===== config.mk =====
export PLATFORM = sky130hd
export DESIGN_NAME = lobinho_top
export DESIGN_NICKNAME = d
export VERILOG_FILES = /design/src/common/game_pkg.sv /design/src/common/display_pkg.sv /design/src/common/game_ctrl_if.sv /design/src/logic/mod_counter.sv /design/src/logic/seg7_decoder.sv /design/src/deal/deal_rom.sv /design/src/deal/deal_datapath.sv /design/src/game_controller/game_controller.sv /design/src/logic/lobinho_top.sv
export VERILOG_INCLUDE_DIRS = /design/src /design/src/common
export SDC_FILE = /design/constraint.sdc
export NUM_CORES = 1
export LEC_CHECK = 0
export ABC_AREA = 1
export BUFFER_PORTS_ARGS = -buffer_cell sky130_fd_sc_hd__buf_4
export CORE_MARGIN = 8
export CORE_UTILIZATION = 60
export CTS_BUF_LIST = sky130_fd_sc_hd__clkbuf_2 sky130_fd_sc_hd__clkbuf_4 sky130_fd_sc_hd__clkbuf_8
export CTS_CLUSTER_SIZE = 10
export DETAILED_ROUTE_END_ITERATION = 10
export PLACE_DENSITY_LB_ADDON = 0.1
export SYNTH_ARGS = -nofsm -noshare
export SYNTH_HDL_FRONTEND = slang
export SYNTH_SLANG_ARGS = --single-unit

===== constraint.sdc =====
create_clock -name clock -period 2 [get_ports clock]
set_input_delay 0.4 -clock clock [delete_from_list [all_inputs] [get_ports clock]]
set_output_delay 0.4 -clock clock [all_outputs]
set_load 0.02 [all_outputs]

===== src/common/lobinho_params.svh =====
`ifndef LOBINHO_PARAMS_SVH
`define LOBINHO_PARAMS_SVH

// --------------------------------------------------
// Game size
// --------------------------------------------------

// Players around the table, one wolf and one doctor among them
`define LOB_NUM_PLAYERS 5

// Deals in the ROM table: 5 wolf seats times 4 doctor seats
`define LOB_NUM_DEALS 20

// --------------------------------------------------
// Field widths
// --------------------------------------------------

// Role code width, four codes incl. the hidden one
`define LOB_ROLE_W 2

// One bit per segment a..g, no decimal point
`define LOB_SEG_W 7

`endif


===== src/common/game_pkg.sv =====
`include "lobinho_params.svh"

package game_pkg;

    // --------------------------------------------------
    // Roles and deals
    // --------------------------------------------------

    // Role codes as shown on the role display
    typedef enum logic [`LOB_ROLE_W-1:0] {
        VILLAGER = 2'd0,
        WOLF     = 2'd1,
        DOCTOR   = 2'd2,
        HIDDEN   = 2'd3   // Also used as "nothing shown"
    } role_t;

    // Seat number, 0 .. players-1
    typedef logic [$clog2(`LOB_NUM_PLAYERS)-1:0] player_t;

    // Deal ROM address, 0 .. deals-1
    typedef logic [$clog2(`LOB_NUM_DEALS)-1:0] deal_index_t;

    // One role per seat, seat 0 in the most significant slot
    typedef role_t [0:`LOB_NUM_PLAYERS-1] deal_t;

    // --------------------------------------------------
    // Controller states
    // --------------------------------------------------

    typedef enum logic [3:0] {
        IDLE,         // Waiting for start
        CLEAR,        // Zero deal and player
        SHUFFLE,      // Deal counter spins until pass
        LOAD,         // ROM word valid, capture it
        SETTLE,       // Deal register write lands
        NIGHT_START,  // Back to player 0
        NIGHT_TURN,   // Current role on display
        NEXT_PLAYER,  // Step the seat
        HANDOVER,     // Board passed on, role hidden
        NIGHT_OVER    // Done until reset
    } game_state_t;

endpackage


===== src/common/display_pkg.sv =====
`include "lobinho_params.svh"

package display_pkg;

    // Segment code, active low
    // Bit 6 is g, bit 0 is a
    typedef logic [`LOB_SEG_W-1:0] seg_t;

    // One hex digit for a single display
    typedef logic [3:0] hex_digit_t;

endpackage


===== src/common/game_ctrl_if.sv =====
// Strobes from the controller to the deal datapath, status back
interface game_ctrl_if;

    logic clear_deal;    // Zero deal counter and deal register
    logic shuffle;       // Step deal counter
    logic load_deal;     // Capture ROM word
    logic clear_player;  // Zero player counter
    logic next_player;   // Step player counter
    logic show_role;     // Role output shows the seat's role
    logic last_player;   // Seat counter at last seat

    // Controller side
    modport ctrl (
        output clear_deal,
        output shuffle,
        output load_deal,
        output clear_player,
        output next_player,
        output show_role,
        input  last_player
    );

    // Datapath side
    modport dp (
        input  clear_deal,
        input  shuffle,
        input  load_deal,
        input  clear_player,
        input  next_player,
        input  show_role,
        output last_player
    );

endinterface


===== src/logic/mod_counter.sv =====
module mod_counter #(
    parameter type count_t = logic [3:0],  // Payload, sized by the user
    parameter int  MODULUS = 10
) (
    input  logic   clock,
    input  logic   reset,
    input  logic   clear,  // Synchronous, wins over step
    input  logic   step,
    output count_t count
);

    // Wrap value
    localparam count_t LAST = count_t'(MODULUS - 1);

    always_ff @(posedge clock or posedge reset) begin
        if (reset) begin
            count <= '0;
        end else if (clear) begin
            count <= '0;
        end else if (step) begin
            if (count == LAST) begin
                count <= '0;  // Wrap around
            end else begin
                count <= count_t'(count + 1'b1);
            end
        end
    end

endmodule


===== src/logic/seg7_decoder.sv =====
module seg7_decoder import display_pkg::*; (
    input  hex_digit_t digit,
    output seg_t       seg     // Active low, bit 6 = g
);

    //     a
    //   f   b
    //     g
    //   e   c
    //     d
    always_comb begin
        case (digit)
            4'h0:    seg = 7'b1000000;
            4'h1:    seg = 7'b1111001;
            4'h2:    seg = 7'b0100100;
            4'h3:    seg = 7'b0110000;  // Also the hidden role
            4'h4:    seg = 7'b0011001;
            4'h5:    seg = 7'b0010010;
            4'h6:    seg = 7'b0000010;
            4'h7:    seg = 7'b1111000;
            4'h8:    seg = 7'b0000000;
            4'h9:    seg = 7'b0010000;
            4'ha:    seg = 7'b0001000;
            4'hb:    seg = 7'b0000011;  // Lower case b
            4'hc:    seg = 7'b1000110;
            4'hd:    seg = 7'b0100001;  // Lower case d
            4'he:    seg = 7'b0000110;
            4'hf:    seg = 7'b0001110;
            default: seg = 7'b1111111;  // Blank
        endcase
    end

endmodule


===== src/deal/deal_rom.sv =====
module deal_rom import game_pkg::*; (
    input  logic        clock,
    input  deal_index_t index,
    output deal_t       deal    // Valid one cycle after index
);

    // Entry 4w+k: seat w is wolf, doctor is the k-th other seat upward
    // Slots left to right are seats 0..4
    always_ff @(posedge clock) begin
        case (index)
            5'd0:    deal <= deal_t'(10'b01_10_00_00_00);  // Wolf 0, doctor 1
            5'd1:    deal <= deal_t'(10'b01_00_10_00_00);  // Wolf 0, doctor 2
            5'd2:    deal <= deal_t'(10'b01_00_00_10_00);
            5'd3:    deal <= deal_t'(10'b01_00_00_00_10);
            5'd4:    deal <= deal_t'(10'b10_01_00_00_00);  // Wolf 1, doctor 0
            5'd5:    deal <= deal_t'(10'b00_01_10_00_00);
            5'd6:    deal <= deal_t'(10'b00_01_00_10_00);
            5'd7:    deal <= deal_t'(10'b00_01_00_00_10);
            5'd8:    deal <= deal_t'(10'b10_00_01_00_00);  // Wolf 2
            5'd9:    deal <= deal_t'(10'b00_10_01_00_00);
            5'd10:   deal <= deal_t'(10'b00_00_01_10_00);
            5'd11:   deal <= deal_t'(10'b00_00_01_00_10);
            5'd12:   deal <= deal_t'(10'b10_00_00_01_00);  // Wolf 3
            5'd13:   deal <= deal_t'(10'b00_10_00_01_00);
            5'd14:   deal <= deal_t'(10'b00_00_10_01_00);
            5'd15:   deal <= deal_t'(10'b00_00_00_01_10);
            5'd16:   deal <= deal_t'(10'b10_00_00_00_01);  // Wolf 4
            5'd17:   deal <= deal_t'(10'b00_10_00_00_01);
            5'd18:   deal <= deal_t'(10'b00_00_10_00_01);
            5'd19:   deal <= deal_t'(10'b00_00_00_10_01);  // Wolf 4, doctor 3
            // Unused addresses fall back to entry 0
            default: deal <= deal_t'(10'b01_10_00_00_00);
        endcase
    end

endmodule


===== src/deal/deal_datapath.sv =====
`include "lobinho_params.svh"

module deal_datapath import game_pkg::*; (
    input  logic    clock,
    input  logic    reset,
    game_ctrl_if.dp dp,
    output role_t   role,    // Registered, HIDDEN off turn
    output player_t player   // Current seat
);

    deal_index_t deal_index;  // Spinning ROM address
    deal_t       rom_deal;    // ROM word, one cycle behind the address
    deal_t       deal_reg;    // Deal of the running game

    // --------------------------------------------------
    // Deal selection
    // --------------------------------------------------

    mod_counter #(
        .count_t (deal_index_t),
        .MODULUS (`LOB_NUM_DEALS)
    ) deal_counter (
        .clock (clock),
        .reset (reset),
        .clear (dp.clear_deal),
        .step  (dp.shuffle),
        .count (deal_index)
    );

    deal_rom deal_table (
        .clock (clock),
        .index (deal_index),
        .deal  (rom_deal)
    );

    always_ff @(posedge clock) begin
        if (dp.clear_deal) begin
            deal_reg <= '{default: VILLAGER};
        end else if (dp.load_deal) begin
            deal_reg <= rom_deal;  // Counter already moved on, ROM still holds the pick
        end
    end

    // --------------------------------------------------
    // Seat walk
    // --------------------------------------------------

    mod_counter #(
        .count_t (player_t),
        .MODULUS (`LOB_NUM_PLAYERS)
    ) player_counter (
        .clock (clock),
        .reset (reset),
        .clear (dp.clear_player),
        .step  (dp.next_player),
        .count (player)
    );

    assign dp.last_player = (player == player_t'(`LOB_NUM_PLAYERS - 1));

    // Role mux, one cycle behind seat and show_role
    always_ff @(posedge clock or posedge reset) begin
        if (reset) begin
            role <= HIDDEN;
        end else if (dp.show_role) begin
            role <= deal_reg[player];
        end else begin
            role <= HIDDEN;  // Nobody else gets to see it
        end
    end

endmodule


===== src/game_controller/game_controller.sv =====
module game_controller import game_pkg::*; (
    input  logic      clock,
    input  logic      reset,
    input  logic      start,       // Level, only seen in IDLE
    input  logic      pass,        // Raw button level
    game_ctrl_if.ctrl ctrl,
    output logic      night_over
);

    logic        pass_q0;     // First sample of pass
    logic        pass_q1;     // Previous sample
    logic        pass_pulse;  // One cycle per press
    game_state_t state;
    game_state_t state_next;

    // --------------------------------------------------
    // Pass edge detection
    // --------------------------------------------------

    always_ff @(posedge clock or posedge reset) begin
        if (reset) begin
            pass_q0 <= 1'b0;
            pass_q1 <= 1'b0;
        end else begin
            pass_q0 <= pass;
            pass_q1 <= pass_q0;
        end
    end

    // Rising edge only, a held button gives a single pulse
    assign pass_pulse = pass_q0 & ~pass_q1;

    // --------------------------------------------------
    // State register
    // --------------------------------------------------

    always_ff @(posedge clock or posedge reset) begin
        if (reset) begin
            state <= IDLE;
        end else begin
            state <= state_next;
        end
    end

    // --------------------------------------------------
    // Next state
    // --------------------------------------------------

    always_comb begin
        state_next = state;  // Hold by default
        case (state)
            IDLE: begin
                if (start) begin
                    state_next = CLEAR;
                end
            end
            CLEAR:       state_next = SHUFFLE;
            SHUFFLE: begin
                // Deal frozen by the press
                if (pass_pulse) begin
                    state_next = LOAD;
                end
            end
            LOAD:        state_next = SETTLE;       // ROM word captured here
            SETTLE:      state_next = NIGHT_START;  // Deal register now stable
            NIGHT_START: state_next = NIGHT_TURN;
            NIGHT_TURN: begin
                if (pass_pulse) begin
                    // Last seat ends the night
                    state_next = ctrl.last_player ? NIGHT_OVER : NEXT_PLAYER;
                end
            end
            NEXT_PLAYER: state_next = HANDOVER;
            HANDOVER: begin
                // New player ready to look
                if (pass_pulse) begin
                    state_next = NIGHT_TURN;
                end
            end
            NIGHT_OVER:  state_next = NIGHT_OVER;  // Only reset leaves
            default:     state_next = IDLE;
        endcase
    end

    // --------------------------------------------------
    // Moore outputs
    // --------------------------------------------------

    always_comb begin
        ctrl.clear_deal   = (state == IDLE) || (state == CLEAR);
        ctrl.clear_player = (state == IDLE) || (state == CLEAR) || (state == NIGHT_START);
        ctrl.shuffle      = (state == SHUFFLE);      // Counter spins every cycle
        ctrl.load_deal    = (state == LOAD);
        ctrl.next_player  = (state == NEXT_PLAYER);
        ctrl.show_role    = (state == NIGHT_TURN);   // Visible only on the turn
    end

    assign night_over = (state == NIGHT_OVER);

endmodule


===== src/logic/lobinho_top.sv =====
module lobinho_top import game_pkg::*, display_pkg::*; (
    input  logic clock,
    input  logic reset,
    input  logic start,       // Start button, active high
    input  logic pass,        // Pass button, active high
    output seg_t role_seg,
    output seg_t player_seg,
    output logic night_over
);

    role_t      role;
    player_t    player;
    hex_digit_t role_digit;    // Role zero-extended for the display
    hex_digit_t player_digit;  // Seat zero-extended for the display

    // --------------------------------------------------
    // Control and deal datapath
    // --------------------------------------------------

    game_ctrl_if ctrl_bus ();

    game_controller game_controller_inst (
        .clock      (clock),
        .reset      (reset),
        .start      (start),
        .pass       (pass),
        .ctrl       (ctrl_bus.ctrl),
        .night_over (night_over)
    );

    deal_datapath deal_datapath_inst (
        .clock  (clock),
        .reset  (reset),
        .dp     (ctrl_bus.dp),
        .role   (role),
        .player (player)
    );

    // --------------------------------------------------
    // Displays
    // --------------------------------------------------

    assign role_digit   = hex_digit_t'(role);
    assign player_digit = hex_digit_t'(player);

    seg7_decoder role_display (
        .digit (role_digit),
        .seg   (role_seg)
    );

    seg7_decoder player_display (
        .digit (player_digit),
        .seg   (player_seg)
    );

endmodule


==> flow_metrics.tcl <==
set metrics [dict create \
    status "completed" \
    die_y_um 70.3 \
    wl_per_cell_um 13.8 \
    fin_skew_ns 0.00788 \
    setup.worst_path.class "reg -> out" \
    fin_crit_ns 1.92 \
    drv_slew 0 \
    critPathLaunch "deal_datapath_inst.player_counter.count[1]" \
    max_freq_mhz 522 \
    critPathRequiredTime_ns 1.60 \
    grt_max_degree 17 \
    crit_path_end_kind "output port" \
    antenna_found_initial 0 \
    num-nets-final 263 \
    hold_path.class "in -> async" \
    initial_core_util_pct 63.5 \
    hpwl_mm 2.73 \
    drtIter0Drc 112 \
    syn-instance-count 228 \
    numCtsBuffers 5 \
    regArea_sq_um 806 \
    ioPinCount 19 \
    finalSetupTns_ns 0 \
    worst_setup_path_start_kind "register" \
    r2r-start "deal_datapath_inst.player_counter.count[0]" \
    die_x_um 70.3 \
    final_cells 282 \
    core_sq_um 2780 \
    clkTransAtPathRegs_ns 0.12 \
    cts.sinks 36 \
    rows 19 \
    drt_wl_total_mm 3.88 \
    yosys_register_bits 36 \
    htreeDepth 2 \
    synth_cell_types 29 \
    postLayoutCellArea_sq_um 2000 \
    clock_path_buffers 2 \
    final_hold_viol_count 0 \
    p_sw_share_pct 44.8 \
    p_clk_share_pct 14.9 \
    seq_area_frac_synth_pct 45.5 \
    fillerInstances 232 \
    cts-root-buf "clkbuf_4" \
    critical_path_arrival_ns 1.52 \
    grt_usage_pct 15.7 \
    grt_pass1_vias 1493 \
    first_pass_iters 6 \
    synth_top_area_cell "dfxtp_1" \
    gr-total-overflow 0 \
    cts_tree "yes" \
    drtAntennaViolNets 0 \
    drive_above_1_share_pct 17.9 \
    r2r-end "deal_datapath_inst.player_counter.count[2]" \
    syn_avg_cell_area_sq_um 7.75 \
    dieArea_sq_um 4940 \
    synth_top_area_share_pct 22.7 \
    p_comb_share_pct 45.9 \
    grt_pass1_wl_mm 6.48 \
    clock_latency_ns 0.33 \
    p_per_area_nw_per_um2 1300 \
    worstPathMaxFanout 7 \
    max-vdd-ir-drop_mv 1.11 \
    leakage_nw 0.940 \
    fin_crit_sh_pct 95.8 \
    dpl.cell_count 272 \
    dpl_cell_area_sq_um 1910 \
    worst_slew_pin_slew_ns 0.645 \
    ff2ff_path_depth 5 \
    drc_errors 0 \
    syn_area_sq_um 1770 \
    cts-hold-fix-buffers 0 \
    synth_area_leaders "dfxtp_1, dfrtp_1, nand2_1, ha_1, o21ai_0" \
    multi_input_area_sq_um 827 \
    setup_viol 0 \
    rrSetupSlack_ns 0.65 \
    syn_nets 241 \
    pwr-share-seq_pct 39.2 \
    p_total_mw 2.59 \
    net-switching-power_mw 1.16 \
    routabilityCongestion 0.887 \
    vias 1548 \
    port_buffers 17 \
    timing.max_cap.violations 0 \
    intPower_mw 1.43 \
    area_delta_synth_final_pct 13.0 \
    rsz0062_at_grt "false" \
    viasPerCell 5.49 \
    synth_warnings 0 \
    relSlewSlack_pct 56.9 \
    final_util_pct 71.7 \
    antenna_cells 0 \
]
## stage by stage
stage                     setup WS [ns]  hold WS, ns
after floorplan                  0.0720        0.312
after global placement            0.285        0.360
after detailed placement          0.212        0.364
after CTS                        0.0161        0.145
after global routing             0.0127        0.137
final                            0.0841        0.141
## power groups by stage
stage | Combinational [mW] | Clock, mW | Sequential, mW
final | 1.19 | 0.386 | 1.02
after global routing | 1.34 | 0.423 | 1.03
after CTS | 1.15 | 0.392 | 1.02
after detailed placement | 1.12 | 0 | 1.04
after global placement | 1.09 | 0 | 1.03
after floorplan | 0.854 | 0 | 1.01
## worst max-delay path: stages, from the launching register on
cell and delay, ns:
dfrtp_2 0.44, inv_2 0.14, ha_4 0.22, nand2_1 0.06, inv_1 0.05, a21oi_1 0.12
buf_4 0.16
## cells in the final DEF (no fill, tap or decap)
cell type,instances
nand3b_1,1
nor2_1,27
o21ai_0,22
dfrtp_1,12
nand3_1,18
o31ai_1,4
ha_4,1
nand2_1,45
clkinv_2,3
nor3_1,2
nand2_2,1
a21oi_1,13
dfrtp_2,2
clkinv_4,1
ha_2,1
nor2_2,2
o21ai_1,3
clkbuf_4,5
dfstp_2,2
nand2_4,1
conb_1,1
nand4_1,3
buf_4,21
inv_2,4
o211ai_1,1
dfxtp_1,20
o22ai_1,2
ha_1,7
xor2_1,1
inv_1,24
nor2_8,1
## layout make-up
class | count | share of cell area [%]
repair buffers | 21 | 7.90
clock inverters | 3 | 0.940
multi-input cells | 157 | 41.4
well taps | 31 | 1.94
flip-flops and latches | 36 | 40.4
inverters | 29 | 5.52
clock buffers | 5 | 1.88
## Yosys cell counts
master / number
inv_1: 25
o31ai_1: 4
clkinv_1: 1
nand3b_1: 1
nand2_2: 1
a21oi_1: 13
dfstp_2: 2
o22ai_1: 2
nor2_2: 2
buf_6: 1
nand2_1: 45
nand3_1: 18
o21ai_1: 3
conb_1: 1
inv_2: 3
dfxtp_1: 20
nor2_1: 27
buf_2: 1
dfrtp_1: 14
nand4_1: 3
nor3_1: 2
nor2_8: 1
buf_4: 3
xor2_1: 1
nand2_4: 1
clkbuf_1: 1
ha_1: 9
o211ai_1: 1
o21ai_0: 22
## how the worst max path moves through the flow
stage | end | slack [ns] | cells after the start
2_1_floorplan | player_seg[3] | 0.07 | 5
3_3_place_gp | player_seg[3] | 0.29 | 6
3_5_place_dp | player_seg[3] | 0.21 | 6
4_1_cts | player_seg[3] | 0.02 | 6
5_1_grt | player_seg[3] | 0.01 | 6
6_report | player_seg[3] | 0.08 | 6
## per-layer routing
metal / global-route usage (%) / vias to the layer above / share of wire, %
met5: 0 / - / 0
met4: 8.93 / 0 / 3.8
met3: 4.24 / 14 / 6.1
met2: 25.4 / 64 / 48
met1: 18.1 / 690 / 42
li1: - / 780 / -
## kinds of logic (layout without fill, tap and decap cells)
logic type / count (synthesis) / after routing / synth area share (%)
other: 1 / 1 / 0.212
buffers and inverters: 35 / 58 / 8.57
AND/OR/NAND/NOR: 101 / 101 / 25.3
flip-flops: 36 / 36 / 45.5
AO/OA/AOI/OAI: 45 / 45 / 13.6
adder cells (fa/ha/maj): 9 / 9 / 6.37
XOR/XNOR: 1 / 1 / 0.496
## what timing repair did
action	4_1_cts	5_1_grt
setup buffers	1	1
gates resized for setup	4	2
endpoints found under the setup margin	3	3
No activity file was read; power rests on OpenSTA's default activity.
